`config.mk`:
```
export PLATFORM = sky130hd
export DESIGN_NAME = serial_lsu
export DESIGN_NICKNAME = d
export VERILOG_FILES = /design/src/design/wb_pkg.sv /design/src/design/lsu_pkg.sv /design/src/design/serial_lsu.sv
export SDC_FILE = /design/constraint.sdc
export NUM_CORES = 1
export LEC_CHECK = 0
export BUFFER_PORTS_ARGS = -buffer_cell sky130_fd_sc_hd__buf_2
export CORE_MARGIN = 1
export CORE_UTILIZATION = 40
export CTS_CLUSTER_DIAMETER = 100
export DETAILED_ROUTE_END_ITERATION = 12
export PLACE_DENSITY = 0.73
export RECOVER_POWER = 25
export SLEW_MARGIN = 5
export SYNTH_ARGS = -nofsm -noshare
export SYNTH_HDL_FRONTEND = slang
export SYNTH_SLANG_ARGS = --single-unit
```
`constraint.sdc`:
```
create_clock -name i_clk -period 2.25 [get_ports i_clk]
set_clock_uncertainty 0.15 [all_clocks]
set_input_delay 0.225 -clock i_clk [delete_from_list [all_inputs] [get_ports i_clk]]
set_output_delay 0.225 -clock i_clk [all_outputs]
set_load 0.01 [all_outputs]
```
`src/design/wb_pkg.sv`:
```
package wb_pkg;

   // ------------------------------------------------------------
   // bus widths
   // ------------------------------------------------------------
   localparam int WB_ADR_W = 32;
   localparam int WB_DAT_W = 32;
   localparam int WB_SEL_W = WB_DAT_W / 8;   // one select per byte lane

   // ------------------------------------------------------------
   // request and response bundles
   // ------------------------------------------------------------

   // stb is always equal to cyc on this bus so it is not carried
   typedef struct packed {
      logic [WB_ADR_W-1:0] adr;
      logic [WB_DAT_W-1:0] dat;
      logic [WB_SEL_W-1:0] sel;
      logic                we;
      logic                cyc;
   } wb_req_t;

   typedef struct packed {
      logic [WB_DAT_W-1:0] rdt;
      logic                ack;   // single cycle, ends the bus cycle
   } wb_rsp_t;

endpackage

```
`src/design/lsu_pkg.sv`:
```
package lsu_pkg;

   // ------------------------------------------------------------
   // sizes
   // ------------------------------------------------------------
   localparam int XLEN      = 32;                  // serial steps per phase
   localparam int RAM_WORDS = 256;
   localparam int RAM_AW    = $clog2(RAM_WORDS);   // word address bits

   // ------------------------------------------------------------
   // access width, funct3 encoding of loads
   // ------------------------------------------------------------

   // stores reuse MW_LB, MW_LH and MW_LW for byte, half and word
   typedef enum logic [2:0] {
      MW_LB  = 3'b000,
      MW_LH  = 3'b001,
      MW_LW  = 3'b010,
      MW_LBU = 3'b100,
      MW_LHU = 3'b101
   } mem_width_e;

   // ------------------------------------------------------------
   // instruction fetch FSM
   // ------------------------------------------------------------
   typedef enum logic {
      FS_IDLE = 1'b0,
      FS_BUS  = 1'b1
   } fetch_state_e;

endpackage

```
`src/design/serial_lsu.sv`:
```
`timescale 1ns/1ps

module serial_lsu
   import wb_pkg::*;
   import lsu_pkg::*;
(
   input  logic       i_clk,
   input  logic       i_reset,
   input  logic       i_en,
   input  logic       i_init,
   input  logic       i_dat_valid,
   input  logic       i_cmd,
   input  mem_width_e i_funct3,
   input  logic       i_rs1,
   input  logic       i_rs2,
   input  logic       i_imm,
   input  logic       i_trap,
   output logic       o_rd,
   output logic       o_misalign,
   output wb_req_t    o_dbus_req,
   input  wb_rsp_t    i_dbus_rsp
);

   logic                is_word;
   logic                is_half;
   logic                is_byte;
   logic                is_signed;
   logic                init_r;
   logic                init_2r;
   logic                carry_r;
   logic                adr_bit;
   logic [XLEN-1:0]     adr_r;
   logic [XLEN-1:0]     dat_r;
   logic [1:0]          bytepos;
   logic [1:0]          misalign_r;
   logic                signbit_r;
   logic                cyc_r;
   logic                bus_ack;
   logic [WB_SEL_W-1:0] sel;
   logic [WB_DAT_W-1:0] wdat;

   assign is_word   = (i_funct3 == MW_LW);
   assign is_half   = (i_funct3 == MW_LH) || (i_funct3 == MW_LHU);
   assign is_byte   = !is_word && !is_half;
   assign is_signed = (i_funct3 == MW_LB) || (i_funct3 == MW_LH) || (i_funct3 == MW_LW);

   // ------------------------------------------------------------
   // address: rs1 + imm, one bit per step
   // ------------------------------------------------------------
   assign adr_bit = i_rs1 ^ i_imm ^ carry_r;

   always_ff @(posedge i_clk) begin
      if (i_reset) begin
         carry_r <= 1'b0;
         init_r  <= 1'b0;
         init_2r <= 1'b0;
      end else begin
         // carry only lives inside the init phase
         carry_r <= i_init & ((i_rs1 & i_imm) | (carry_r & (i_rs1 ^ i_imm)));
         init_r  <= i_init;
         init_2r <= init_r;
      end
   end

   always_ff @(posedge i_clk) begin
      if (i_init)
         adr_r <= {adr_bit, adr_r[XLEN-1:1]};   // LSB enters first, ends up at bit 0
   end

   assign bytepos = adr_r[1:0];   // stable once init is over

   // the two low address bits are seen on the first two init steps
   always_ff @(posedge i_clk) begin
      if (i_reset || !i_en) begin
         misalign_r <= 2'b00;
      end else begin
         if (i_init && !init_r)
            misalign_r[0] <= !is_byte & adr_bit;
         if (init_r && !init_2r)
            misalign_r[1] <= is_word & adr_bit;
      end
   end

   assign o_misalign = |misalign_r;

   // ------------------------------------------------------------
   // data shift register, shared by store and load
   // ------------------------------------------------------------
   assign bus_ack = cyc_r & i_dbus_rsp.ack;

   always_ff @(posedge i_clk) begin
      if (bus_ack && !i_cmd)
         dat_r <= i_dbus_rsp.rdt >> {bytepos, 3'b000};   // selected lanes down to bit 0
      else if (i_en)
         dat_r <= {i_rs2, dat_r[XLEN-1:1]};
      if (i_dat_valid)
         signbit_r <= dat_r[0];   // last real bit is the sign for narrow loads
   end

   assign o_rd = i_dat_valid ? dat_r[0] : (signbit_r & is_signed);

   // store data is copied into every lane so sel alone picks the target
   always_comb begin
      if (is_word)
         wdat = dat_r;
      else if (is_half)
         wdat = {2{dat_r[15:0]}};
      else
         wdat = {4{dat_r[7:0]}};
   end

   always_comb begin
      if (is_word)
         sel = 4'b1111;
      else if (is_half)
         sel = bytepos[1] ? 4'b1100 : 4'b0011;
      else
         sel = 4'b0001 << bytepos;
   end

   // ------------------------------------------------------------
   // bus cycle
   // ------------------------------------------------------------
   always_ff @(posedge i_clk) begin
      if (i_reset)
         cyc_r <= 1'b0;
      else if (bus_ack)
         cyc_r <= 1'b0;
      else if (init_r && !i_init && !i_trap)
         cyc_r <= 1'b1;   // second cycle after init falls
   end

   always_comb begin
      o_dbus_req.adr = adr_r;
      o_dbus_req.dat = wdat;
      o_dbus_req.sel = sel;
      o_dbus_req.we  = i_cmd;
      o_dbus_req.cyc = cyc_r;
   end

   // the core has to trap before the bus sees a misaligned access
   ap_no_cyc_on_trap: assert property (@(posedge i_clk) disable iff (i_reset)
      $rose(cyc_r) |-> !$past(o_misalign) && !$past(i_trap))
      else $error("[ERROR] serial_lsu: cycle opened adr=%h misalign=%h trap=%h",
                  adr_r, $past(o_misalign), $past(i_trap));

   ap_sel_nonzero: assert property (@(posedge i_clk) disable iff (i_reset)
      cyc_r |-> sel != '0)
      else $error("[ERROR] serial_lsu: empty select adr=%h funct3=%h", adr_r, i_funct3);

endmodule

```
==> impl_summary.txt <==
----------------------------------------------------
[Detailed routing]
  Remaining number of nets flagged by the antenna check after routing ... 0
  Drt pass-1 iters ... 8
  Routed wire per std cell ... 17.34 um
  First-iteration detailed-routing DRC count ... 146
  Post-DR vias/cell ... 5.170
  Total Routed Length ... between 9 and 10 mm
  Remaining design rule violation count ... 4
  Routed via count ... 2699

[Synth]
  Post-synthesis compound-gate area fraction ... 10.51%
  Synth warnings ... 0
  Most used DFF post-synth ... sky130_fd_sc_hd__edfxtp_1
  Proportion of register bits with asynchronous set or reset after synthesis ... 0%
  Adder-cell share of the synthesized area ... 0.5426%
  Combinational family with the most area after synthesis ... multiplexers
  Instance count of the mapped netlist ... roughly 300
  Most frequent cell after synthesis ... sky130_fd_sc_hd__edfxtp_1
  Multiplexer share of the synthesized area ... around 17%
  Number of distinct library cell variants in the gate-level netlist after synthesis ... 34
  Area fraction of the dominant cell type after synthesis ... 52.90%
  Top cells by instance count after synthesis ... sky130_fd_sc_hd__edfxtp_1 (65), sky130_fd_sc_hd__nand2_1 (51), sky130_fd_sc_hd__mux2i_1 (32)
  Xor and xnor fraction of the mapped netlist area ... 0%
  Post-synth EDFFs ... 65
  Syn Nets ... between 300 and 400
  Dominant cell type by area after synthesis ... sky130_fd_sc_hd__edfxtp_1
  Synth top area cells ... sky130_fd_sc_hd__edfxtp_1 (53%), sky130_fd_sc_hd__mux2i_1 (8.7%), sky130_fd_sc_hd__nand2_1 (5.2%), sky130_fd_sc_hd__mux2_2 (4.9%), sky130_fd_sc_hd__dfxtp_1 (3.3%)
  Post-synthesis instance area ... 0.003690 mm^2
  Synth Register Bits ... 71
  Basic-gate share of the synthesized area counting and, or, nand and nor cells ... ~10%
  Sequential area share after synthesis ... about 56%
  Avg Inst Size Synth ... 12.47 um^2

[Outcome]
  Violated checks ... DRC, capacitance limit, slew limit
  Result of the run ... complete, but fails checks

[Clock network]
  Root buffer selected by CTS ... sky130_fd_sc_hd__clkbuf_8
  TritonCTS clock tree ... built
  Maximum clock insertion buffer count ... 2
  Clock slew seen by the registers of the worst setup and hold paths ... around 0.070 ns
  CTS Sinks ... 71
  H-Tree Depth ... 3
  Insertion delay to the later sink of the worst-skew pair ... around 0.34 ns
  Quantity of gates resized following cts ... 0
  Inserted Clock Buffers ... 9

[Timing]
  Count of final setup violators ... 0
  Final hold viol count ... 0
  Final-layout setup total negative slack ... 0 ns
  Worst hold margin ... about 0.045 ns
  Shortest clock period the worst path allows after layout ... 1.975 ns
  RSZ-0062 raised after global routing ... false
  Worst Max-Slew Pin Slew ... 1.584 ns
  Max frequency ... 0.5064 GHz
  Final slew viol count ... 32
  Worst max-slew margin expressed relative to the limit ... -5.602%
  Final clock period utilization by the worst path ... 87.76%

[Global route]
  Initial antenna violation count ... 0
  GR Overflow Total ... 0
  Met2 track demand over resource in global routing ... 31.37%
  Number of global-route vias before repair ... 2571
  Largest net degree at the start of global routing ... 57
  Global router's overall resource usage ... 19.17%
  First-pass GRT wire length ... 14.01 mm
  Layer with the highest usage ... met2
  Met1 capacity usage during global routing ... approximately a quarter
  Met3 track utilization from global routing ... 4.080%

[Finish]
  Layout cell share with drive strength beyond 1 ... 40.34%
  Area of all placed cells without fillers ... 0.004513 mm^2
  Post-route non-filler standard cell count ... about 520
  Antenna fix cells ... 0
  Synth-to-Final Area Change ... 22.31%
  Number of nets in the final layout ... 457

[Placed design]
  Placer congestion estimate ... around 0.87
  Count of buffers inserted at the top-level ports ... 117
  Placement-stage cell area ... between 0.004 and 0.005 mm^2
  Placed Instances ... 505
  Detailed-placement wirelength estimate ... 6.458 mm

[Worst setup path]
  Slowest cell on the critical path ... sky130_fd_sc_hd__edfxtp_1
  CP required ... 1.88 ns
  Sort of element at the end of the critical path ... primary output
  Maximum single-stage delay on the critical path ... between 0.5 and 0.6 ns
  Critical path launch point ... adr_r[1]$_DFFE_PP_
  Path type of the worst setup path ... reg2out
  Family with the most delay on the worst path ... flip-flops
  Reg2reg start ... adr_r[1]$_DFFE_PP_
  Element type at the critical path start ... flop
  Worst path buffer plus inverter count ... 3
  Ordered cell list for the critical path ... buf_4 -> inv_1 -> o21ai_0 -> buf_2
  Largest fanout on the critical path ... 13
  Data arrival time of the critical path ... 1.60 ns

[Floorplanning]
  Die width ... between 90 and 100 um
  Starting utilization of the core area ... between 40% and 50%
  Boundary Pins ... 118
  Core area ... 0.008806 mm^2
  DIE HEIGHT ... 98.05 um
  Die area ... 0.009613 mm^2
  Standard-cell rows ... 34

[Hold path]
  Path class of the lowest-slack min-delay path ... in2reg
  Worst Min Path Start ... i_rs2

[Power]
  Clock share of power ... between 30% and 40%
  Maximum vdd ir drop ... 0.0003151 V
  Overall power consumption ... 3016 uW
  P_int ... about 2300 uW
  Switch share ... 25.25%
  Power density relative to cell area ... between 600 and 700 mW/mm^2
  Switch Pwr ... about 760 uW
  Combinational power share ... 15.6%
  Total leakage power ... 0.001967 uW
  Sequential cell fraction of total power ... 52.7%

[Run]
  Max-capacitance violation count ... 1

----------------------------------------------------
[worst min-delay path, delay by kind of cell]
kind / cells / cell delay, ns
simple gates: 1 / 0.04
buf+inv: 1 / 0.09
compound gates: 1 / 0.06
[path summary, 6_finish.rpt]
kind | endpoint | slack [ns] | cells after the start
min reg2reg | adr_r[17]$_DFFE_PP_ | 0.30 | 0
max reg2reg | dat_r[14]$_DFFE_PP_ | 0.35 | 3
min | dat_r[31]$_DFFE_PP_ | 0.05 | 3
max | o_dbus_req[5] | 0.28 | 4
[metal layers]
metal	part of all wire, %	vias to the layer above
met2	50	75
met1	45	1312
met4	0.54	0
met3	4.2	2
li1	-	1310
met5	0	-
[layout by cell type (no fill, tap or decap), types with 2 or more instances in the layout]
master,count
sky130_fd_sc_hd__clkinv_2,2
sky130_fd_sc_hd__o221ai_1,8
sky130_fd_sc_hd__dfxtp_1,6
sky130_fd_sc_hd__dlygate4sd3_1,2
sky130_fd_sc_hd__clkbuf_8,9
sky130_fd_sc_hd__a21oi_1,2
sky130_fd_sc_hd__a2bb2oi_1,7
sky130_fd_sc_hd__o31ai_1,8
sky130_fd_sc_hd__nor2b_1,5
sky130_fd_sc_hd__mux2_4,8
sky130_fd_sc_hd__inv_1,8
sky130_fd_sc_hd__o21ai_1,14
sky130_fd_sc_hd__nor2_1,3
sky130_fd_sc_hd__buf_2,113
sky130_fd_sc_hd__nand3b_1,3
sky130_fd_sc_hd__edfxtp_1,65
sky130_fd_sc_hd__buf_4,10
sky130_fd_sc_hd__nand2b_1,4
sky130_fd_sc_hd__mux2_2,16
sky130_fd_sc_hd__o21ai_0,16
sky130_fd_sc_hd__clkbuf_1,6
sky130_fd_sc_hd__nand2_1,51
sky130_fd_sc_hd__mux2i_1,32
[metrics by stage]
step,utilization (%),worst slack [ns]
2_1_floorplan,-,0.2802
3_3_place_gp,49.05,0.3478
3_5_place_dp,49.05,0.3425
4_1_cts,51.31,0.2460
5_1_grt,51.25,0.1033
6_report,51.25,0.2754
[final cells by class]
class                   instances  area, um^2
multi-input cells             190        1401
inverters                       8       30.03
clock buffers                  11       131.4
flip-flops and latches         71        2072
clock inverters                 4       47.55
well taps                     108       135.1
fillers                       780        4293
repair buffers                130       695.7
[state kept, by name, indices dropped and copies added (netlist names)]
signal / count
adr_r: 32
carry_r: 1
cyc_r: 1
dat_r: 32
init_2r: 1
init_r: 1
misalign_r: 2
signbit_r: 1
[kinds of logic (layout without fill, tap and decap cells)]
kind of cell	after synthesis	count (layout)
AND/OR/NAND/NOR	76	76
AO/OA/AOI/OAI	57	57
flip-flops	71	71
multiplexers	56	56
adder cells (fa/ha/maj)	1	1
buffers and inverters	35	153
[power by group through the flow]
| stage | registers [uW] | clock network (uW) | logic, uW |
|---|---|---|---|
| 4_1_cts | 1590 | 982 | 475 |
| 2_1_floorplan | 1610 | 0 | 274 |
| 3_5_place_dp | 1620 | 0 | 470 |
| 6_report | 1590 | 957 | 471 |
| 3_3_place_gp | 1610 | 0 | 464 |
| 5_1_grt | 1600 | 1030 | 513 |
[repair_timing]
action                    in CTS  in global routing
buffers inserted               0                  0
hold endpoints to repair       4                  0
hold buffers                   2                  0
(Power assumes the default switching activity.)
