File: src/design/wb_pkg.sv
package wb_pkg;

   // ------------------------------------------------------------
   // bus widths
   // ------------------------------------------------------------
   localparam int WB_ADR_W = 32;
   localparam int WB_DAT_W = 32;
   localparam int WB_SEL_W = WB_DAT_W / 8;   // one select per byte lane

   // ------------------------------------------------------------
   // request and response bundles
   // ------------------------------------------------------------

   // stb is always equal to cyc on this bus so it is not carried
   typedef struct packed {
      logic [WB_ADR_W-1:0] adr;
      logic [WB_DAT_W-1:0] dat;
      logic [WB_SEL_W-1:0] sel;
      logic                we;
      logic                cyc;
   } wb_req_t;

   typedef struct packed {
      logic [WB_DAT_W-1:0] rdt;
      logic                ack;   // single cycle, ends the bus cycle
   } wb_rsp_t;

endpackage

File: src/design/wb_arbiter.sv
`timescale 1ns/1ps

module wb_arbiter
   import wb_pkg::*;
(
   input  logic    i_clk,
   input  logic    i_reset,
   input  wb_req_t i_dbus_req,
   output wb_rsp_t o_dbus_rsp,
   input  wb_req_t i_ibus_req,
   output wb_rsp_t o_ibus_rsp,
   output wb_req_t o_mem_req,
   input  wb_rsp_t i_mem_rsp
);

   logic gnt_i;      // instruction port owns the slave this cycle
   logic hold_r;     // a granted cycle was running last cycle
   logic hold_i_r;   // and it belonged to the instruction port
   logic held_cyc;

   // ------------------------------------------------------------
   // grant
   // ------------------------------------------------------------
   assign held_cyc = hold_i_r ? i_ibus_req.cyc : i_dbus_req.cyc;

   always_comb begin
      if (hold_r && held_cyc)
         gnt_i = hold_i_r;
      else
         gnt_i = !i_dbus_req.cyc && i_ibus_req.cyc;   // data port wins a tie
   end

   always_ff @(posedge i_clk) begin
      if (i_reset) begin
         hold_r   <= 1'b0;
         hold_i_r <= 1'b0;
      end else begin
         hold_r   <= o_mem_req.cyc;
         hold_i_r <= gnt_i;
      end
   end

   // ------------------------------------------------------------
   // request mux and ack steering
   // ------------------------------------------------------------
   assign o_mem_req = gnt_i ? i_ibus_req : i_dbus_req;

   always_comb begin
      o_dbus_rsp.rdt = i_mem_rsp.rdt;
      o_dbus_rsp.ack = i_mem_rsp.ack & !gnt_i;
      o_ibus_rsp.rdt = i_mem_rsp.rdt;
      o_ibus_rsp.ack = i_mem_rsp.ack & gnt_i;
   end

   // an ack must answer a request that held the grant one cycle earlier
   ap_dbus_ack_granted: assert property (@(posedge i_clk) disable iff (i_reset)
      o_dbus_rsp.ack |-> i_dbus_req.cyc && $past(!gnt_i && i_dbus_req.cyc))
      else $error("[ERROR] wb_arbiter: data ack without grant adr=%h", i_dbus_req.adr);

   ap_ibus_ack_granted: assert property (@(posedge i_clk) disable iff (i_reset)
      o_ibus_rsp.ack |-> i_ibus_req.cyc && $past(gnt_i && i_ibus_req.cyc))
      else $error("[ERROR] wb_arbiter: insn ack without grant adr=%h", i_ibus_req.adr);

endmodule

File: config.mk
export PLATFORM = sky130hd
export DESIGN_NAME = wb_arbiter
export DESIGN_NICKNAME = d
export VERILOG_FILES = /design/src/design/wb_pkg.sv /design/src/design/wb_arbiter.sv
export SDC_FILE = /design/constraint.sdc
export NUM_CORES = 1
export LEC_CHECK = 0
export ABC_AREA = 1
export BUFFER_PORTS_ARGS = -buffer_cell sky130_fd_sc_hd__buf_2
export CORE_AREA = 4 4 117 119
export DETAILED_ROUTE_END_ITERATION = 10
export DIE_AREA = 0 0 121 123
export SLEW_MARGIN = 20
export SYNTH_ARGS = -nofsm -noshare
export SYNTH_HDL_FRONTEND = slang
export SYNTH_SLANG_ARGS = --single-unit
File: constraint.sdc
create_clock -name i_clk -period 1.37 [get_ports i_clk]
set_input_delay 0.274 -clock i_clk [delete_from_list [all_inputs] [get_ports i_clk]]
set_output_delay 0.274 -clock i_clk [all_outputs]
set_load 0.01 [all_outputs]
==> results of run 1 <==
==> power groups by stage <==
| stage | clock [mW] | combinational (mW) | sequential (mW) |
|---|---|---|---|
| 2_1_floorplan | 0 | 0.584 | 0.0633 |
| 3_3_place_gp | 0 | 0.824 | 0.0635 |
| 3_5_place_dp | 0 | 0.824 | 0.0634 |
| 4_1_cts | 0.442 | 0.834 | 0.0633 |
| 5_1_grt | 0.448 | 0.924 | 0.0634 |
| 6_report | 0.433 | 0.833 | 0.0632 |
==> critical path, delay by kind of cell, from the launching register on <==
kind | cells | cell delay [ns]
flops | 1 | 0.29
buf+inv | 2 | 0.31
simple gates | 5 | 0.39
==> cells by family after synthesis <==
kind of cell,synth area share [%]
buffers and inverters,40.6
AND/OR/NAND/NOR,56.3
flip-flops,2.52
AO/OA/AOI/OAI,0.629
==> final timing paths <==
path	from	endpoint	slack, ns
hold / removal	i_reset	hold_i_r	0.24
setup reg to reg	hold_i_r	hold_i_r	0.50
hold reg to reg	hold_r	hold_i_r	0.80
setup / recovery	hold_i_r	o_mem_req[43]	-0.14
==> layout by cell type, fill, tap and decap left out <==
cell and n:
a21oi_1 1, a21oi_2 1, buf_12 5, buf_2 211, buf_4 3, buf_6 3, clkbuf_16 3, dfxtp_1 2
inv_1 3, nand2_1 139, nand2_2 1, nand2_4 2, nand3_1 67, nand3_2 2, nor2_1 2
==> timing repair <==
item | CTS | global route
resized for setup | 5 | 3
pin swaps | 1 | 0
endpoints found under the setup margin | 71 | 71
buffers inserted | 0 | 0
hold buffers | 0 | 0
==> cell type report <==
| class | instances | share of cell area [%] |
|---|---|---|
| tap | 172 | 8.67 |
| sequential | 2 | 1.61 |
| multi-input combinational | 215 | 37.4 |
| clock buffer | 3 | 3.03 |
| timing repair buffer | 222 | 48.9 |
| inverter | 3 | 0.454 |
==> flip-flops by register name (all words and copies together) (netlist names) <==
| name | cells |
|---|---|
| hold_i_r | 1 |
| hold_r | 1 |
==> through the flow <==
stage               area (um2)  setup slack, ns  setup TNS (ns)  power (mW)
finish                    2480           -0.139           -7.36        1.33
global route              2480           -0.224          -12.83        1.43
CTS                       2460           -0.150           -8.12        1.34
detailed placement        2370         -0.00136        -0.00136       0.887
global placement          2370          0.00233               0       0.888
floorplan                 1590            0.230               0       0.648
==> routing by layer <==
layer,vias up,wire [um]
li1,1179,-
met1,966,2540
met2,148,3640
met3,33,737
met4,0,228
met5,-,0
==> impl_results.md, run 1 <==
- Flop pwr share: ~4.8%
- Row count: 41
- Cell accounting for the most synthesized area: nand2_1
- CTS max path bufs: 2
- Hpwl dp: 6.04 mm
- Routed Antenna Nets: 0
- Drt wl/cell: approximately 12 um
- Post-synthesis area per instance: approximately 5.2 um2
- Initial cell density of the core: about an eighth
- PD cells: approximately 540 nW/um2
- Vias in the first global route: between 2000 and 2500
- Yosys reg bits: 2
- Routed WL: around 7.1 mm
- Final setup skew: a little over 0.002 ns
- Worst-path maximum fanout: 36
- Placed insts: just over 600
- Lkg Pwr: between 1.5 and 2 nW
- Worst setup margin: -0.139 ns
- Number of buffers created by CTS: 3
- Post-synth EDFFs: 0
- Final hold slack: ~0.24 ns
- Die Span Y: 123 um
- Met3 Use GR: 2.29%
- M1 GR Usage: under 10%
- Area of the multi-input gates: ~900 um2
- Layout cell share with drive strength beyond 1: 51.9%
- # diodes: 0
- Top-area cell type share of the netlist area: approximately a third
- Via Count: around 2300
- Post-synth ARST share: 0%
- Worst-skew pair later-pin latency: about 0.22 ns
- Htree depth: 1
- Failing checks: setup timing
- Worst Path Arrival: about 1.2 ns
- Slew headroom: a little over four fifths
- Max_cap viols: 0
- FILL cells: between 1000 and 1500
- Register area: ~40 um2
- Gr ovfl total: 0
- Outcome: finished with violations
- Required time of the critical path: between 1 and 1.5 ns
- # port buffers: around 210
- Post-route DRC violation count: 0
- R2R depth: 5
- Num Clock Sinks: 2
- Top_reg_cell synth: dfxtp_1
- WS Path Type: flip-flop to primary output
- Busiest grt layer: met2
- Slew at the pin with the worst max-slew slack: 0.233 ns
- Fmax: between 600 and 700 MHz
- Max VDD drop: roughly 0.00021 V
- Syn_nets: between 400 and 500
- Worst hold stages: 2
- Final design utilization: just under 20%
- Die ar.: approximately 15000 um2
- Routability cong.: roughly 0.8
- Avg Vias per Cell: 3.77
- Post-layout minimum cycle time: 1.51 ns
- Layout area overhead: 55.9%
- Clock power share: 32.6%
- Sequential area share after synthesis: 2.52%
- Root Buffer: clkbuf_16
- Area contributors post-synth: nand2_1 33%, buf_4 30%, nand3_1 22%
- Core Footprint: 12600 um2
- Switching fraction of total power: a little under two fifths
- M2 GR Usage: about 16%
- Crit path cell chain: nand2_2 -> nand2_4 -> nand2_4 -> buf_12 -> nand2_1 -> nand2_1 -> buf_2
- Drt pass-1 iters: 4
- Mapped Cells: around 300
- Logic pwr share: ~63%
- Most common cell in the netlist: nand2_1
- Clock transition at path regs: 0.03 ns
- First-pass GRT wire length: 10.0 mm
- Fin. Hold Viols: 0
- Tcrit/Tclk final: 110%
- CP peak stage delay: around 0.29 ns
- Critical-path top delay cell: dfxtp_1
- CTS tree: done
- Startpoint types: flip-flop
- Largest net degree at the start of global routing: 38
- Initial antenna violation count: 1
- Gr usage total: under 10%
- Synth cell types: 11
- Sw power: 0.499 mW
- Int Power: 0.830 mW
- Starting DRT DRC Count: 81
- IO Count: approximately 310
- Die width: ~120 um
- Nets: a little over 600
- Max-slew violation count: 0
- Cell area after synthesis: approximately 1600 um2
- Hold Path Class: primary input to flip-flop
- CP endpoint kind: primary output
- Unrepaired setup endpoints after global routing: yes
- Post-synth top cells: 140 x nand2_1, 69 x nand3_1, 64 x buf_4
- Final setup vio count: slightly above 70
- Syn. warnings: 0
- Non-Filler Instances: 617
Power figures use the tool's default switching activity.
==> run 2: changes to the inputs <==
--- a/config.mk
+++ b/config.mk
@@ -6,7 +6,7 @@
 export NUM_CORES = 1
 export LEC_CHECK = 0
 export ABC_AREA = 1
-export BUFFER_PORTS_ARGS = -buffer_cell sky130_fd_sc_hd__buf_2
+export BUFFER_PORTS_ARGS = -buffer_cell sky130_fd_sc_hd__buf_4
 export CORE_AREA = 4 4 117 119
 export DETAILED_ROUTE_END_ITERATION = 10
 export DIE_AREA = 0 0 121 123
==> impl_results.md, run 2 (synthesis gave the netlist of run 1 again) <==
- Switching fraction of total power: 33.1% (-4.5 points)
- CTS max path bufs: 2 (unchanged)
- Num Clock Sinks: 2 (unchanged)
- CP endpoint kind: primary output
- Nets: 622 (unchanged)
- IO Count: 311 (unchanged)
- Max_cap viols: 0 (unchanged)
- Flop pwr share: 4.2% (-0.6 points)
- Critical-path top delay cell: dfxtp_1
- Register area: 41.3 um2 (+3.1%)
- Core Footprint: 12600 um2 (unchanged)
- WP buf/inv: 2 (unchanged)
- Clock transition at path regs: 0.03 ns (about the same)
- Placed insts: 614 (unchanged)
- Post-route DRC violation count: 0 (unchanged)
- Hold Path Class: primary input to flip-flop
- Worst Path Arrival: 1.23 ns (about the same)
- CTS tree: done
- Gr ovfl total: 0 (unchanged)
- Layout cell share with drive strength beyond 1: 52.1% (+0.22 points)
- Cell family with most CP delay: simple AND/OR/NAND/NOR gates
- Fmax: 665 MHz (+0.36%)
- Tcrit/Tclk final: 110% (-0.40 points)
- Int Power: 1.03 mW (+24%)
- Fin. Hold Viols: 0 (unchanged)
- Most frequent cells in the layout: 217 x buf_4, 139 x nand2_1, 67 x nand3_1
- Sw power: 0.507 mW (+1.6%)
- Initial cell density of the core: 12.7% (unchanged)
- CP peak stage delay: 0.31 ns (+0.02 ns)
- CP startpoint: hold_i_r
- Failing checks: setup timing
- Final design utilization: 23.9% (+4.1 points)
- Startpoint types: flip-flop
- Die width: 121 um (unchanged)
- WS Path Type: flip-flop to primary output
- Routed WL: 7.56 mm (+5.9%)
- Slew headroom: 82.9% (-1.5 points)
- Worst-path maximum fanout: 36 (unchanged)
- Die Span Y: 123 um (unchanged)
- Via Count: 2354 (+1.2%)
- Drt wl/cell: 12.2 um (+5.9%)
- Max-slew violation count: 0 (unchanged)
- Required time of the critical path: 1.10 ns (about the same)
- Post-layout minimum cycle time: 1.50 ns (-0.00548 ns)
- Initial antenna violation count: 0 (-1)
- Biggest regs: hold_i_r (1), hold_r (1)
- Outcome: finished with violations
- Non-Filler Instances: 617 (unchanged)
- Final setup skew: 0.00101 ns (-0.00104 ns)
- Crit path cell chain: nand2_2 -> nand2_4 -> buf_12 -> nand3_1 -> nand2_1 -> buf_4
- First-pass GRT wire length: 11.2 mm (+12%)
- Commonest non-fill, non-tap cell in the layout: buf_4
- Hold_sp: i_reset
- Root Buffer: clkbuf_16
- Largest net degree at the start of global routing: 37 (-2.6%)
- Routability cong.: 0.745 (-6.7%)
- Lkg Pwr: 1.78 nW (+11%)
- Final setup vio count: 71 (unchanged)
- Htree depth: 1 (unchanged)
- Max VDD drop: 0.000330 V (+59%)
- Avg Vias per Cell: 3.82 (+1.2%)
- Power consumption: 1.53 mW (+15%)
- Die ar.: 14900 um2 (unchanged)
- Routed Antenna Nets: 0 (unchanged)
- PD cells: 511 nW/um2 (-4.6%)
- Vias in the first global route: 2308 (+11%)
- Layout area overhead: 88.4%
- Unrepaired setup endpoints after global routing: yes
- Area of the multi-input gates: 927 um2 (unchanged)
- Reg-to-reg startpoint: hold_i_r
- Slew at the pin with the worst max-slew slack: 0.256 ns (+0.0228 ns)
- Number of buffers created by CTS: 3 (unchanged)
- # port buffers: 214 (unchanged)
- Setup bufs post-CTS: 0 (unchanged)
- Hpwl dp: 6.41 mm (+6.2%)
- CTS Hold Bufs: 0 (unchanged)
- Row count: 41 (unchanged)
- Clock power share: 28.2% (-4.4 points)
- Starting DRT DRC Count: 106 (+31%)
- Gr usage total: 9.12% (+0.83 points)
- Worst-skew pair later-pin latency: 0.22 ns (about the same)
- Logic pwr share: 67.6% (+4.9 points)
- Drt pass-1 iters: 4 (unchanged)
- Worst setup margin: -0.134 ns (+0.00548 ns)
- FILL cells: 1447 (-0.75%)
- Setup TNS: -7.03 ns (+0.326 ns)
- # diodes: 0 (unchanged)
## run 2: cell counts in the layout (fill, tap and decap cells not counted)
Identical to the previous run, type by type.
## run 2: path summary, 6_finish.rpt
check	endpoint	slack, ns	cells past startpoint
worst max-delay path	o_mem_req[53]	-0.13	6
worst min-delay path	hold_r	0.22	2
worst min register to register	hold_i_r	0.82	5
worst max register to register	hold_i_r	0.48	5
## run 2: worst reg2reg max path, delay by kind of cell (launching register included)
| family | cells | cell delay [ns] |
|---|---|---|
| buffers and inverters | 1 | 0.18 |
| flip-flops | 1 | 0.29 |
| AND/OR/NAND/NOR | 4 | 0.31 |
## run 2: metal layers
layer,part of all wire (%),vias up,global-route usage (%)
met5,0,-,0
met4,2.8,0,3.12
met3,12,35,3.25
met2,52,146,17.1
met1,33,993,9.38
li1,-,1180,-
## run 2: timing repair
action / in CTS / in global routing
endpoints found under the hold margin: 0 / 0
resized for setup: 5 / 1
setup endpoints to repair: 71 / 71
## run 2: per-stage QoR
step	hold slack [ns]	worst slack, ns	area, um2
3_5_place_dp	0.452	-0.0123	2900
3_3_place_gp	0.449	-0.00892	2900
4_1_cts	0.226	-0.160	3000
2_1_floorplan	0.343	0.230	1590
5_1_grt	0.229	-0.225	3000
6_report	0.218	-0.134	3000
## run 2: cell type report
cell class                 count  area share [%]
timing repair buffer         222            57.7
multi-input combinational    215            30.9
tap                          172            7.18
clock buffer                   3            2.50
sequential                     2            1.38
inverter                       3           0.375
## run 2: power groups by stage
| stage | logic (mW) | clock network (mW) | registers (mW) |
|---|---|---|---|
| global route | 1.14 | 0.452 | 0.0643 |
| finish | 1.04 | 0.432 | 0.0638 |
| floorplan | 0.584 | 0 | 0.0633 |
| CTS | 1.05 | 0.443 | 0.0634 |
| global placement | 1.04 | 0 | 0.0635 |
| detailed placement | 1.04 | 0 | 0.0635 |
==> run 3: changes to the inputs <==
--- a/config.mk
+++ b/config.mk
@@ -10,6 +10,8 @@
 export CORE_AREA = 4 4 117 119
 export DETAILED_ROUTE_END_ITERATION = 10
 export DIE_AREA = 0 0 121 123
+export GPL_TIMING_DRIVEN = 1
+export REMOVE_ABC_BUFFERS = 1
 export SLEW_MARGIN = 20
 export SYNTH_ARGS = -nofsm -noshare
 export SYNTH_HDL_FRONTEND = slang
==> impl_results.md, run 3 (synthesis gave the netlist of run 1 again) <==
- Flop2flop setup slack: 0.42 ns (-0.06 ns)
- PD cells: 515 nW/um2 (+0.73%)
- Unrepaired setup endpoints after global routing: yes
- Die Span Y: 123 um (unchanged)
- Routed Antenna Nets: 0 (unchanged)
- Core Footprint: 12600 um2 (unchanged)
- Biggest regs: hold_i_r (1), hold_r (1)
- Max_cap viols: 0 (unchanged)
- Outcome: finished with violations
- Final design utilization: 27.4% (+3.5 points)
- Avg Vias per Cell: 4.16 (+9.0%)
- Startpoint types: flip-flop
- Lkg Pwr: 1.94 nW (+9.0%)
- Most frequent cells in the layout: 198 x buf_4, 118 x nand2_1, 57 x nand3_1
- Design area: 3440 um2 (+15%)
- Die ar.: 14900 um2 (unchanged)
- FILL cells: 1412 (-2.4%)
- CTS tree: done
- Initial cell density of the core: 12.7% (unchanged)
- Final hold slack: 0.213 ns (-0.00595 ns)
- Routed WL: 12.8 mm (+69%)
- Post-layout minimum cycle time: 1.56 ns (+0.0585 ns)
- Worst-path maximum fanout: 9 (-75%)
- R2R depth: 5 (unchanged)
- Worst Path Arrival: 1.29 ns (+0.06 ns)
- # port buffers: 214 (unchanged)
- Hold Path Class: primary input to flip-flop
- Nets: 633 (+1.8%)
- First-pass GRT wire length: 15.2 mm (+36%)
- Required time of the critical path: 1.10 ns (about the same)
- Die width: 121 um (unchanged)
- Slew at the pin with the worst max-slew slack: 0.289 ns (+0.0325 ns)
- Gr usage total: 14.1% (+5.0 points)
- CP startpoint: hold_i_r
- Num Clock Sinks: 2 (unchanged)
- Largest net degree at the start of global routing: 39 (+5.4%)
- Max-slew violation count: 0 (unchanged)
- Htree depth: 1 (unchanged)
- CTS max path bufs: 2 (unchanged)
- Layout area overhead: 116%
- Hpwl dp: 9.73 mm (+52%)
- CP endpoint: o_mem_req[3]
- Hold_sp: i_reset
- Vias in the first global route: 2486 (+7.7%)
- Drt wl/cell: 20.3 um (+66%)
- Row count: 41 (unchanged)
- Number of buffers created by CTS: 3 (unchanged)
- Max VDD drop: 0.000232 V (-30%)
- Worst setup margin: -0.193 ns (-0.0585 ns)
- Worst-skew pair later-pin latency: 0.22 ns (about the same)
- Reg-to-reg startpoint: hold_i_r
- IO Count: 311 (unchanged)
- Final setup skew: 0.0000635 ns (-0.000942 ns)
- Post-route DRC violation count: 0 (unchanged)
- Failing checks: setup timing
- Fin. Hold Viols: 0 (unchanged)
- Final setup vio count: 71 (unchanged)
- CP endpoint kind: primary output
- Starting DRT DRC Count: 64 (-40%)
- Slew headroom: 80.8% (-2.2 points)
- Gr ovfl total: 0 (unchanged)
- DP Area: 2900 um2 (-0.17%)
- Fmax: 640 MHz (-3.7%)
- Via Count: 2612 (+11%)
- Initial antenna violation count: 0 (unchanged)
- Power consumption: 1.77 mW (+16%)
- # diodes: 0 (unchanged)
- Drt pass-1 iters: 4 (unchanged)
- Root Buffer: clkbuf_16
- Worst r2r dst: hold_i_r
- Routability cong.: 0.702 (-5.8%)
- Tcrit/Tclk final: 114% (+4.3 points)
- Commonest non-fill, non-tap cell in the layout: buf_4
- WS Path Type: flip-flop to primary output
- Clock transition at path regs: 0.03 ns (about the same)
- Layout cell share with drive strength beyond 1: 60.3% (+8.2 points)
## run 3: cell types whose count changed in the layout (fill, tap and decap cells not counted), moves of 2 or more
cell / delta
buf_4: -19
buf_6: +21
clkbuf_16: +6
nand2_1: -21
nand2_2: +20
nand2_8: +2
nand3_1: -10
nand3_2: +9
## run 3: worst min path at each step
| stage | to | slack, ns | cells after the start |
|---|---|---|---|
| 2_1_floorplan | hold_r | 0.34 | 1 |
| 3_3_place_gp | hold_i_r | 0.45 | 2 |
| 3_5_place_dp | hold_i_r | 0.45 | 2 |
| 4_1_cts | hold_i_r | 0.22 | 2 |
| 5_1_grt | hold_i_r | 0.22 | 2 |
| 6_report | hold_i_r | 0.21 | 2 |
## run 3: power by group
group	total, mW	internal [mW]	switching [mW]	leakage (nW)
combinational	1.26	0.714	0.546	1.89
sequential	0.0650	0.0627	0.00233	0.0172
clock	0.446	0.372	0.0744	0.0370
## run 3: per-layer routing
metal  track usage (%)  up-vias  routed length (um)
li1                  -     1203                   -
met1              15.4     1146                4750
met2              19.6      251                5190
met3              13.8       10                2680
met4              1.70        2                  61
met5              5.21        -                  75
## run 3: timing repair
action                                  4_1_cts  5_1_grt
pin swaps                                     0       11
buffers inserted                              1        1
hold buffers                                  0        0
cloned                                        1        7
endpoints found under the setup margin       71       71
resized for setup                            29       36
## run 3: worst max-delay path, stage by stage (launching register included)
cell and delay, ns:
dfxtp_2 0.31, nand2_4 0.08, nand2_8 0.09, buf_12 0.15, clkbuf_16 0.16, nand3_1 0.08, nand2_1 0.06, buf_4 0.14
## run 3: final cells by class
cell class / count / area [um2] / area share (%)
Multi-Input combinational cell: 215 / 1060 / 30.8
Inverter: 3 / 11.3 / 0.327
Tap cell: 172 / 215 / 6.26
Clock buffer: 3 / 75.1 / 2.18
Timing Repair Buffer: 233 / 2040 / 59.2
Sequential cell: 2 / 42.5 / 1.24
## run 3: metrics by stage
step | instances | setup slack, ns | setup TNS, ns
CTS | 620 | -0.207 | -11.62
global placement | 615 | -0.0564 | -0.103
finish | 628 | -0.193 | -11.34
floorplan | 220 | -0.713 | -46.00
global route | 628 | -0.257 | -15.90
detailed placement | 615 | -0.0364 | -0.0727
