[src/design/wb_pkg.sv]
package wb_pkg;

   // ------------------------------------------------------------
   // bus widths
   // ------------------------------------------------------------
   localparam int WB_ADR_W = 32;
   localparam int WB_DAT_W = 32;
   localparam int WB_SEL_W = WB_DAT_W / 8;   // one select per byte lane

   // ------------------------------------------------------------
   // request and response bundles
   // ------------------------------------------------------------

   // stb is always equal to cyc on this bus so it is not carried
   typedef struct packed {
      logic [WB_ADR_W-1:0] adr;
      logic [WB_DAT_W-1:0] dat;
      logic [WB_SEL_W-1:0] sel;
      logic                we;
      logic                cyc;
   } wb_req_t;

   typedef struct packed {
      logic [WB_DAT_W-1:0] rdt;
      logic                ack;   // single cycle, ends the bus cycle
   } wb_rsp_t;

endpackage

[src/design/lsu_pkg.sv]
package lsu_pkg;

   // ------------------------------------------------------------
   // sizes
   // ------------------------------------------------------------
   localparam int XLEN      = 32;                  // serial steps per phase
   localparam int RAM_WORDS = 256;
   localparam int RAM_AW    = $clog2(RAM_WORDS);   // word address bits

   // ------------------------------------------------------------
   // access width, funct3 encoding of loads
   // ------------------------------------------------------------

   // stores reuse MW_LB, MW_LH and MW_LW for byte, half and word
   typedef enum logic [2:0] {
      MW_LB  = 3'b000,
      MW_LH  = 3'b001,
      MW_LW  = 3'b010,
      MW_LBU = 3'b100,
      MW_LHU = 3'b101
   } mem_width_e;

   // ------------------------------------------------------------
   // instruction fetch FSM
   // ------------------------------------------------------------
   typedef enum logic {
      FS_IDLE = 1'b0,
      FS_BUS  = 1'b1
   } fetch_state_e;

endpackage

[src/design/insn_fetch.sv]
`timescale 1ns/1ps

module insn_fetch
   import wb_pkg::*;
   import lsu_pkg::*;
(
   input  logic                i_clk,
   input  logic                i_reset,
   input  logic                i_fetch,
   input  logic [WB_ADR_W-1:0] i_pc,
   output logic [WB_DAT_W-1:0] o_insn,
   output logic                o_insn_valid,
   output wb_req_t             o_ibus_req,
   input  wb_rsp_t             i_ibus_rsp
);

   fetch_state_e        state_r;
   logic [WB_ADR_W-1:0] pc_r;
   logic [WB_DAT_W-1:0] insn_r;
   logic                valid_r;
   logic                start;
   logic                done;

   assign start = (state_r == FS_IDLE) && i_fetch;   // strobes while busy are dropped
   assign done  = (state_r == FS_BUS) && i_ibus_rsp.ack;

   always_ff @(posedge i_clk) begin
      if (i_reset) begin
         state_r <= FS_IDLE;
         valid_r <= 1'b0;
      end else begin
         valid_r <= done;
         if (start)
            state_r <= FS_BUS;
         else if (done)
            state_r <= FS_IDLE;
      end
   end

   always_ff @(posedge i_clk) begin
      if (start)
         pc_r <= i_pc;
      if (done)
         insn_r <= i_ibus_rsp.rdt;
   end

   assign o_insn       = insn_r;
   assign o_insn_valid = valid_r;

   // word reads only
   always_comb begin
      o_ibus_req.adr = pc_r;
      o_ibus_req.dat = '0;
      o_ibus_req.sel = '1;
      o_ibus_req.we  = 1'b0;
      o_ibus_req.cyc = (state_r == FS_BUS);
   end

   ap_word_read: assert property (@(posedge i_clk) disable iff (i_reset)
      o_ibus_req.cyc |-> (o_ibus_req.sel == '1) && !o_ibus_req.we)
      else $error("[ERROR] insn_fetch: bad request sel=%h we=%h",
                  o_ibus_req.sel, o_ibus_req.we);

endmodule

[config.mk]
export PLATFORM = sky130hd
export DESIGN_NAME = insn_fetch
export DESIGN_NICKNAME = d
export VERILOG_FILES = /design/src/design/wb_pkg.sv /design/src/design/lsu_pkg.sv /design/src/design/insn_fetch.sv
export SDC_FILE = /design/constraint.sdc
export NUM_CORES = 1
export LEC_CHECK = 0
export BUFFER_PORTS_ARGS = -buffer_cell sky130_fd_sc_hd__buf_2
export CAP_MARGIN = 20
export CORE_ASPECT_RATIO = 1.1
export CORE_UTILIZATION = 30
export CTS_CLUSTER_DIAMETER = 150
export DETAILED_ROUTE_END_ITERATION = 7
export MAX_ROUTING_LAYER = met4
export PLACE_DENSITY_LB_ADDON = 0.15
export SLEW_MARGIN = 20
export SYNTH_ARGS = -nofsm -noshare
export SYNTH_HDL_FRONTEND = slang
export SYNTH_SLANG_ARGS = --single-unit
[constraint.sdc]
create_clock -name i_clk -period 1.16 [get_ports i_clk]
set_input_delay 0.058 -clock i_clk [delete_from_list [all_inputs] [get_ports i_clk]]
set_output_delay 0.058 -clock i_clk [all_outputs]
set_load 0.02 [all_outputs]
==> metrics.csv, run 1 <==
stage,metric,value,unit
yosys,Synth async-reset ratio,0,%
place,post-DP HPWL,3.184,mm
timing,clk_skew,0.007079,ns
critical_path,Worst setup EP type,flip-flop,
clock_tree,"Clk Latency, worst-skew pair",0.32,ns
layout,fin cells,413,
yosys,Yosys top cell by area,edfxtp_1,
clock_tree,clock sink count,66,
timing,"Hold Vio Cnt, Final",0,
place,"worst slack, placed",0.07762,ns
floorplan,num ports,171,
layout,Sequential cell area,1962,um^2
status,status,finished clean,
route,via count,1520,
clock_tree,CTS root buf,clkbuf_8,
timing,setup TNS,0,ns
route,initial drt markers,34,
power_and_ir_drop,NetSw,0.001189,W
clock_tree,clock-pin slew on the worst setup and hold paths,0.07,ns
power_and_ir_drop,Leakage,1.661,nW
yosys,"Distinct cells, synth",9,
yosys,synthesized area,2300,um^2
grt,initial antenna violation count,0,
timing,number of setup violations in the final report,0,
grt,final global-route overflow total,0,
layout,antenna fix cells,0,
layout,Synth-to-Final Area Change,65.02,%
clock_tree,CTS Buffer Depth,2,
grt,first-pass GRT wire length,6.858,mm
yosys,top-count cell post-synth,edfxtp_1,
yosys,register bit count reported by yosys,66,
route,drt drc,0,
yosys,Yosys Warn Count,0,
layout,layout cells sized above 1,46.32,%
power_and_ir_drop,PD cells,1322,nW/um^2
hold_path,Hold Crit Class,in -> reg,
grt,vias in the first global route,1541,
power_and_ir_drop,Internal,0.003828,W
layout,NumNets Final,389,
yosys,Yosys top cell area share,83.57,%
critical_path,Crit Path Max Fanout,32,
critical_path,critical path type,reg -> reg,
floorplan,die height,93.83,um
yosys,Synth Area per Inst,20.72,um^2
critical_path,WP data arrival,1.11,ns
route,Antenna Nets Post-Route,0,
critical_path,critical path data required time,1.18,ns
yosys,Commonest cells post-synth,"64 x edfxtp_1, 38 x buf_4, 2 x conb_1, 2 x dfxtp_1",
clock_tree,post-cts gate resize count,0,
floorplan,Die Span X,85.48,um
place,Cells after DPL,331,
route,Avg Vias per Cell,3.680,
floorplan,core area,7432,um^2
timing,post-route setup slack,0.06874,ns
route,wire length per cell,11.68,um
clock_tree,Clock H-tree levels,3,
clock_tree,Inserted Clock Buffers,9,
layout,multi-input logic area,185.2,um^2
power_and_ir_drop,worst vdd ir,0.0006642,V
yosys,"top cells by area, synth","edfxtp_1 84%, buf_4 12%, dfxtp_1 1.7%",
critical_path,Worst setup SP type,flip-flop,
timing,Fmax achieved,916.4,MHz
yosys,post-synthesis cell count,111,
power_and_ir_drop,sequential share of power,55.4,%
timing,Final Max Slew Viols,0,
grt,gr usage total,12.04,%
timing,RSZ-0062 raised after global routing,false,
power_and_ir_drop,Clock power frac,30.0,%
yosys,"EDFF count, synth",64,
grt,largest net degree at the start of global routing,33,
yosys,predominant post-synthesis flop cell,edfxtp_1,
place,Port Buffers,133,
yosys,"Seq/Total Area, Yosys",85.31,%
power_and_ir_drop,Design Power,0.005017,W
power_and_ir_drop,Sw Share,23.71,%
clock_tree,CTS tree,yes,
floorplan,# rows,33,
power_and_ir_drop,Gate power share,14.6,%
layout,Layout fillers,632,
timing,Tcrit/Tclk final,94.07,%
route,final wirelength,4.825,mm
flow_run,max cap viols,0,
floorplan,Initial Utilization,30.94,%
place,GP Congestion,0.6854,
route,length of the first detailed-routing pass in iterations,3,
floorplan,Die ar.,8020,um^2
timing,post-route minimum period,1.091,ns
routing by layer:
layer | share of wire, % | track usage [%]
met4 | 1.2 | 6.250
met5 | 0 | -
met3 | 9.8 | 4.394
met2 | 49 | 19.40
met1 | 40 | 13.07
registers in the layout, summed over array words and instances (netlist names):
name / count
o_insn: 32
o_insn_valid: 1
pc_r: 32
state_r: 1
cell type report:
type | instances | area share [%]
multi-input cells | 42 | 4.880
clock inverters | 5 | 0.5605
clock buffers | 11 | 3.462
repair buffers | 202 | 36.53
flip-flops and latches | 66 | 51.70
well taps | 87 | 2.868
cell usage in the layout, fill, tap and decap left out, drive strengths merged:
cell type and count:
buf 136, dlygate4sd3 66, edfxtp 64, conb 37
clkbuf 11, clkinv 5, dfxtp 2, and2b 1
and2 1, nor2 1, nor3 1, nor2b 1
through the flow:
stage	hold WS, ns	area [um^2]	utilization (%)
CTS	0.2120	3795	51.06
finish	0.2287	3795	51.06
global route	0.2315	3795	51.06
floorplan	0.1223	2432	-
global placement	0.2342	2982	40.12
detailed placement	0.2361	2982	40.12
power by group through the flow:
| stage | Clock [W] | Sequential, W | Combinational (W) |
|---|---|---|---|
| final | 0.00151 | 0.00278 | 0.000732 |
| after floorplan | 0 | 0.00298 | 0.000259 |
| after CTS | 0.00158 | 0.00278 | 0.000732 |
| after detailed placement | 0 | 0.00283 | 0.000561 |
| after global routing | 0.00166 | 0.00279 | 0.000786 |
| after global placement | 0 | 0.00283 | 0.000562 |
cells by family (layout without fill, tap and decap cells):
family	Yosys count	after routing	synth area share, %
AND/OR/NAND/NOR	5	5	1.959
other	2	37	0.3266
flip-flops	66	66	85.31
buffers and inverters	38	218	12.40
critical path: stages, from the launching register on:
cell	delay (ns)
dfxtp_1	0.33
and2b_4	0.26
buf_12	0.19
path summary, 6_finish.rpt:
| kind | startpoint | to | slack, ns | depth (start not counted) |
|---|---|---|---|---|
| hold / removal | i_ibus_rsp[0] | state_r | 0.23 | 4 |
| hold reg to reg | state_r | state_r | 0.54 | 2 |
| setup / recovery | state_r | pc_r[24] | 0.07 | 2 |
| setup reg to reg | state_r | pc_r[24] | 0.07 | 2 |
what timing repair did:
action | in CTS | in global routing
hold buffers | 66 | 0
setup buffers | 0 | 0
endpoints found under the hold margin | 66 | 0
(Power assumes the default switching activity.)
==> run 2, diff against run 1 <==
==> constraint.sdc (replaced) <==
create_clock -name i_clk -period 1.2 [get_ports i_clk]
set_input_delay 0.06 -clock i_clk [delete_from_list [all_inputs] [get_ports i_clk]]
set_output_delay 0.06 -clock i_clk [all_outputs]
set_load 0.02 [all_outputs]
==> metrics.csv, run 2 (same netlist as run 1, synthesis figures left out) <==
stage,metric,value,unit,change
status,status,finished clean,,unchanged
grt,final global-route overflow total,0,,unchanged
critical_path,Critical Path Source,state_r,,unchanged
critical_path,R2R cell count,2,,unchanged
grt,gr usage total,12.39,%,was 12.04%
floorplan,# rows,33,,unchanged
route,Antenna Nets Post-Route,0,,unchanged
critical_path,cell family with most CP delay,flip-flops,,unchanged
route,initial drt markers,21,,was 34
layout,NumNets Final,388,,was 389
floorplan,Die ar.,8020,um^2,unchanged
critical_path,Worst setup EP type,flip-flop,,unchanged
floorplan,core area,7432,um^2,unchanged
grt,vias in the first global route,1548,,was 1541
timing,Tcrit/Tclk final,90.98,%,was 94.07%
critical_path,Reg-to-Reg End,pc_r[24],,unchanged
floorplan,Initial Utilization,30.94,%,unchanged
place,GP Congestion,0.6706,,was 0.6854
timing,clk_skew,0.004849,ns,was 0.007079 ns
layout,fin cells,412,,was 413
layout,Sequential cell area,1962,um^2,unchanged
timing,Final Max Slew Viols,0,,unchanged
layout,layout cells sized above 1,47.08,%,was 46.32%
route,Avg Vias per Cell,3.784,,was 3.680
route,wire length per cell,11.54,um,was 11.68 um
critical_path,worst flop-to-flop path startpoint,state_r,,unchanged
hold_path,Hold Crit Class,in -> reg,,unchanged
layout,"commonest non-fill, non-tap cell in the layout",buf_2,,unchanged
timing,setup TNS,0,ns,unchanged
critical_path,Worst setup SP type,flip-flop,,unchanged
critical_path,critical path type,reg -> reg,,unchanged
place,Cells after DPL,330,,was 331
floorplan,die height,93.83,um,unchanged
clock_tree,"Clk Latency, worst-skew pair",0.33,ns,was 0.32 ns
layout,final instance area,3805,um^2,was 3795 um^2
clock_tree,clock-pin slew on the worst setup and hold paths,0.06,ns,was 0.07 ns
flow_run,max cap viols,0,,unchanged
clock_tree,clock sink count,66,,unchanged
layout,multi-input logic area,185.2,um^2,unchanged
timing,Fmax achieved,916.0,MHz,was 916.4 MHz
clock_tree,post-CTS setup buffer count,0,,unchanged
power_and_ir_drop,Leakage,1.670,nW,was 1.661 nW
timing,"Hold Vio Cnt, Final",0,,unchanged
critical_path,critical path data required time,1.23,ns,was 1.18 ns
place,Post-Place Cell Area,2962,um^2,was 2982 um^2
critical_path,"Largest stage delay, worst path",0.33,ns,about the same
critical_path,worst setup path end,pc_r[24],,unchanged
critical_path,worst-path cell chain,"and2b_4, buf_12",,unchanged
critical_path,WP data arrival,1.12,ns,was 1.11 ns
layout,Synth-to-Final Area Change,65.45,%,was 65.02%
clock_tree,CTS tree,yes,,unchanged
timing,post-route minimum period,1.092,ns,was 1.091 ns
critical_path,WP buf/inv,1,,unchanged
grt,largest net degree at the start of global routing,35,,was 33
critical_path,Crit Path Max Fanout,32,,unchanged
layout,Layout fillers,628,,was 632
route,length of the first detailed-routing pass in iterations,4,,was 3
critical_path,CP max-delay cell,dfxtp_1,,unchanged
floorplan,num ports,171,,unchanged
clock_tree,Clock H-tree levels,3,,unchanged
layout,Util after Layout,51.20,%,was 51.06%
power_and_ir_drop,PD cells,1326,nW/um^2,was 1322 nW/um^2
clock_tree,CTS root buf,clkbuf_8,,unchanged
critical_path,r2r setup slk,0.11,ns,was 0.07 ns
grt,initial antenna violation count,0,,unchanged
route,via count,1559,,was 1520
route,final wirelength,4.753,mm,was 4.825 mm
clock_tree,Inserted Clock Buffers,9,,unchanged
route,drt drc,0,,unchanged
layout,antenna fix cells,0,,unchanged
power_and_ir_drop,worst vdd ir,0.0006951,V,was 0.0006642 V
floorplan,Die Span X,85.48,um,unchanged
grt,first-pass GRT wire length,7.044,mm,was 6.858 mm
clock_tree,CTS Buffer Depth,2,,unchanged
layout,most frequent cells in the layout,"133 x buf_2, 66 x dlygate4sd3_1, 64 x edfxtp_1, 37 x conb_1, 12 x clkbuf_8",,"was 133 x buf_2, 66 x dlygate4sd3_1, 64 x edfxtp_1, 37 x conb_1, 9 x clkbuf_8"
place,Port Buffers,133,,unchanged
timing,RSZ-0062 raised after global routing,false,,unchanged
place,post-DP HPWL,3.056,mm,was 3.184 mm
timing,number of setup violations in the final report,0,,unchanged
critical_path,Worst path depth,2,,unchanged
-- run 2: worst reg2reg max path: stages, from the launching register on --
cell	delay, ns
dfxtp_1	0.33
and2b_4	0.26
buf_12	0.20
-- run 2: through the flow --
step	power [W]	hold WS [ns]	setup slack, ns
2_1_floorplan	0.003128	0.1243	0.07717
3_3_place_gp	0.003269	0.2362	0.1276
3_5_place_dp	0.003270	0.2381	0.1141
4_1_cts	0.005102	0.2485	0.09960
5_1_grt	0.005253	0.2669	0.06368
6_report	0.005046	0.2544	0.1083
-- run 2: report_power, final --
group / leakage (nW) / switching [W] / internal, W
clock network: 0.0965 / 0.000745 / 0.000914
logic: 0.956 / 0.000391 / 0.000309
registers: 0.617 / 0.0000244 / 0.00266
-- run 2: final cells by class --
| type | instances | share of cell area, % |
|---|---|---|
| Clock buffer | 14 | 4.538 |
| Timing Repair Buffer | 201 | 35.91 |
| Tap cell | 87 | 2.861 |
| Clock inverter | 2 | 0.2631 |
| Multi-Input combinational cell | 42 | 4.867 |
| Sequential cell | 66 | 51.56 |
-- run 2: timing repair --
action	CTS	global route
hold buffers	66	0
resized for setup	0	0
endpoints found under the hold margin	66	0
-- run 2: layer usage --
layer	routed length [um]	share of wire, %	track usage, %	vias up
met5	0	0	-	-
met4	101	2.1	6.667	0
met3	493	10	4.306	11
met2	2185	46	19.67	116
met1	1972	41	13.76	690
li1	-	-	-	742
-- run 2: how the worst min path moves through the flow --
stage | startpoint | end | slack, ns | cells past startpoint
after detailed placement | i_ibus_rsp[1] | o_insn[0] | 0.24 | 1
after global routing | i_ibus_rsp[0] | state_r | 0.27 | 4
final | i_ibus_rsp[0] | state_r | 0.25 | 4
after floorplan | i_reset | o_insn_valid | 0.12 | 1
after global placement | i_ibus_rsp[27] | o_insn[26] | 0.24 | 1
after CTS | i_ibus_rsp[0] | state_r | 0.25 | 4
==> run 3, diff against run 2 <==
--- a/config.mk
+++ b/config.mk
@@ -5,6 +5,7 @@
 export SDC_FILE = /design/constraint.sdc
 export NUM_CORES = 1
 export LEC_CHECK = 0
+export ABC_AREA = 1
 export BUFFER_PORTS_ARGS = -buffer_cell sky130_fd_sc_hd__buf_2
 export CAP_MARGIN = 20
 export CORE_ASPECT_RATIO = 1.1
==> metrics.csv, run 3 <==
stage,metric,value,unit,change
power_and_ir_drop,worst vdd ir,0.0007125,V,was 0.0006951 V
route,wire length per cell,11.81,um,was 11.54 um
timing,post-route minimum period,1.168,ns,was 1.092 ns
yosys,Synth async-reset ratio,0,%,unchanged
critical_path,worst-path cell chain,"dlygate4sd3_1, buf_2, nand2_4, nor2_1, dlygate4sd3_1",,"was and2b_4, buf_12"
place,GP Congestion,0.6257,,was 0.6706
yosys,"EDFF count, synth",64,,unchanged
clock_tree,CTS root buf,clkbuf_8,,unchanged
clock_tree,post-cts gate resize count,0,,unchanged
layout,multi-input logic area,178.9,um^2,was 185.2 um^2
yosys,Commonest cells post-synth,"64 x edfxtp_1, 38 x buf_4, 3 x inv_1, 3 x nor2_1",,"was 64 x edfxtp_1, 38 x buf_4, 2 x conb_1, 2 x dfxtp_1"
route,Avg Vias per Cell,3.766,,was 3.784
critical_path,"Largest stage delay, worst path",0.54,ns,was 0.33 ns
yosys,"top cells by area, synth","edfxtp_1 84%, buf_4 12%, dfxtp_1 1.7%",,unchanged
power_and_ir_drop,PD cells,1285,nW/um^2,was 1326 nW/um^2
critical_path,Crit Path Max Fanout,3,,was 32
route,drt drc,0,,unchanged
power_and_ir_drop,Leakage,1.680,nW,was 1.670 nW
floorplan,num ports,171,,unchanged
grt,largest net degree at the start of global routing,33,,was 35
power_and_ir_drop,Gate power share,14.4,%,was 13.9%
critical_path,WP buf/inv,3,,was 1
critical_path,r2r setup slk,0.06,ns,was 0.11 ns
status,status,finished clean,,unchanged
critical_path,CP max-delay cell,dlygate4sd3_1,,was dfxtp_1
power_and_ir_drop,Internal,0.003705,W,was 0.003886 W
critical_path,Worst setup EP type,flip-flop,,unchanged
critical_path,worst flop-to-flop path startpoint,state_r,,unchanged
layout,Layout fillers,633,,was 628
route,final wirelength,4.936,mm,was 4.753 mm
critical_path,"most used cell, CP",dlygate4sd3_1,,
floorplan,Initial Utilization,30.86,%,was 30.94%
layout,Sequential cell area,1966,um^2,was 1962 um^2
yosys,top-count cell post-synth,edfxtp_1,,unchanged
critical_path,Worst setup SP type,input port,,was flip-flop
grt,first-pass GRT wire length,6.982,mm,was 7.044 mm
clock_tree,CTS Buffer Depth,2,,unchanged
power_and_ir_drop,NetSw,0.001191,W,was 0.001161 W
grt,initial antenna violation count,0,,unchanged
route,initial drt markers,27,,was 21
grt,vias in the first global route,1550,,was 1548
timing,Tcrit/Tclk final,97.35,%,was 90.98%
layout,most frequent cells in the layout,"133 x buf_2, 68 x dlygate4sd3_1, 64 x edfxtp_1, 37 x conb_1, 9 x clkbuf_8",,"was 133 x buf_2, 66 x dlygate4sd3_1, 64 x edfxtp_1, 37 x conb_1, 12 x clkbuf_8"
critical_path,critical path data required time,1.42,ns,was 1.23 ns
timing,"Hold Vio Cnt, Final",0,,unchanged
yosys,Yosys Warn Count,0,,unchanged
floorplan,Die Span X,85.37,um,was 85.48 um
clock_tree,Inserted Clock Buffers,9,,unchanged
hold_path,Worst Min Path Start,i_pc[16],,was i_ibus_rsp[0]
timing,clk_skew,0.008346,ns,was 0.004849 ns
power_and_ir_drop,Clock power frac,30.6,%,was 32.9%
yosys,Yosys top cell area share,83.80,%,was 83.57%
floorplan,die height,93.70,um,was 93.83 um
layout,"commonest non-fill, non-tap cell in the layout",buf_2,,unchanged
power_and_ir_drop,Sw Share,24.32,%,was 23.00%
floorplan,Die ar.,7999,um^2,was 8020 um^2
clock_tree,clock-pin slew on the worst setup and hold paths,0.07,ns,was 0.06 ns
critical_path,R2R cell count,3,,was 2
timing,setup TNS,0,ns,unchanged
timing,Fmax achieved,856.0,MHz,was 916.0 MHz
critical_path,WP data arrival,1.38,ns,was 1.12 ns
timing,RSZ-0062 raised after global routing,false,,unchanged
yosys,"Seq/Total Area, Yosys",85.54,%,was 85.31%
hold_path,hold path endpoint,pc_r[16],,was state_r
layout,layout cells sized above 1,45.92,%,was 47.08%
grt,final global-route overflow total,0,,unchanged
yosys,Yosys top cell by area,edfxtp_1,,unchanged
hold_path,hold path depth,2,,was 4
critical_path,Reg-to-Reg End,o_insn_valid,,was pc_r[24]
timing,Final Max Slew Viols,0,,unchanged
grt,gr usage total,12.55,%,was 12.39%
place,post-DP HPWL,3.055,mm,was 3.056 mm
yosys,predominant post-synthesis flop cell,edfxtp_1,,unchanged
clock_tree,Clock H-tree levels,3,,unchanged
power_and_ir_drop,sequential share of power,54.9,%,was 53.2%
clock_tree,clock sink count,66,,unchanged
yosys,synthesized area,2293,um^2,was 2300 um^2
yosys,post-synthesis cell count,115,,was 111
yosys,"Distinct cells, synth",9,,unchanged
layout,Synth-to-Final Area Change,66.07,%,was 65.45%
floorplan,# rows,33,,unchanged
layout,NumNets Final,394,,was 388
hold_path,Hold Crit Class,in -> reg,,unchanged
critical_path,cell family with most CP delay,buffers and inverters,,was flip-flops
yosys,register bit count reported by yosys,66,,unchanged
yosys,Synth Area per Inst,19.94,um^2,was 20.72 um^2
timing,hold slack,0.4384,ns,was 0.2544 ns
layout,antenna fix cells,0,,unchanged
route,via count,1574,,was 1559
flow_run,max cap viols,0,,unchanged
floorplan,core area,7432,um^2,unchanged
clock_tree,CTS tree,yes,,unchanged
route,length of the first detailed-routing pass in iterations,4,,unchanged
clock_tree,"Clk Latency, worst-skew pair",0.33,ns,about the same
place,Port Buffers,133,,unchanged
timing,number of setup violations in the final report,0,,unchanged
route,Antenna Nets Post-Route,0,,unchanged
critical_path,critical path type,in -> reg,,was reg -> reg
-- run 3: cells by family (layout without fill, tap and decap cells) --
kind of cell,Yosys count,in the layout,share of synthesized area (%)
buffers and inverters,41,222,12.93
flip-flops,66,66,85.54
other,2,37,0.3275
AND/OR/NAND/NOR,6,6,1.200
-- run 3: power by group through the flow --
stage | Combinational, W | Clock, W | Sequential, W
after global routing | 0.000756 | 0.00167 | 0.00270
after global placement | 0.000535 | 0 | 0.00274
after detailed placement | 0.000535 | 0 | 0.00274
after floorplan | 0.000250 | 0 | 0.00288
after CTS | 0.000704 | 0.00158 | 0.00269
final | 0.000706 | 0.00150 | 0.00269
-- run 3: cell type report --
cell class,count,share of cell area (%)
inverters,3,0.3942
clock buffers,12,3.548
repair buffers,203,36.40
well taps,87,2.858
flip-flops and latches,66,51.61
multi-input cells,43,4.698
clock inverters,4,0.4928
-- run 3: what timing repair did --
item                                    in CTS  in global routing
endpoints found under the hold margin       66                  0
endpoints found under the setup margin       0                  0
hold buffers                                68                  0
buffers inserted                             0                  0
-- run 3: layer usage --
| layer | global-route usage (%) | wire [um] | up-vias |
|---|---|---|---|
| met3 | 5.624 | 522 | 6 |
| met5 | - | 0 | - |
| li1 | - | - | 754 |
| met2 | 20.09 | 2389 | 111 |
| met1 | 12.55 | 1946 | 703 |
| met4 | 7.917 | 78 | 0 |
-- run 3: worst max-delay path by stage --
stage | from | end | slack, ns | cells past startpoint
floorplan | state_r | o_insn[0] | -0.04 | 2
global placement | state_r | o_insn[14] | 0.19 | 3
detailed placement | state_r | o_insn[13] | 0.18 | 3
CTS | state_r | o_insn_valid | 0.05 | 3
global route | state_r | o_insn_valid | 0.02 | 3
finish | i_ibus_rsp[0] | o_insn_valid | 0.03 | 5
-- run 3: through the flow --
| step | utilization (%) | cells | setup WS (ns) | instance area (um^2) | power, W |
|---|---|---|---|---|---|
| global route | 51.25 | 418 | 0.02108 | 3809 | 0.005127 |
| global placement | 40.02 | 334 | 0.1926 | 2974 | 0.003273 |
| finish | 51.25 | 418 | 0.03177 | 3809 | 0.004896 |
| floorplan | - | 150 | -0.04046 | 2445 | 0.003131 |
| detailed placement | 40.02 | 334 | 0.1750 | 2974 | 0.003274 |
| CTS | 51.25 | 418 | 0.05283 | 3809 | 0.004975 |
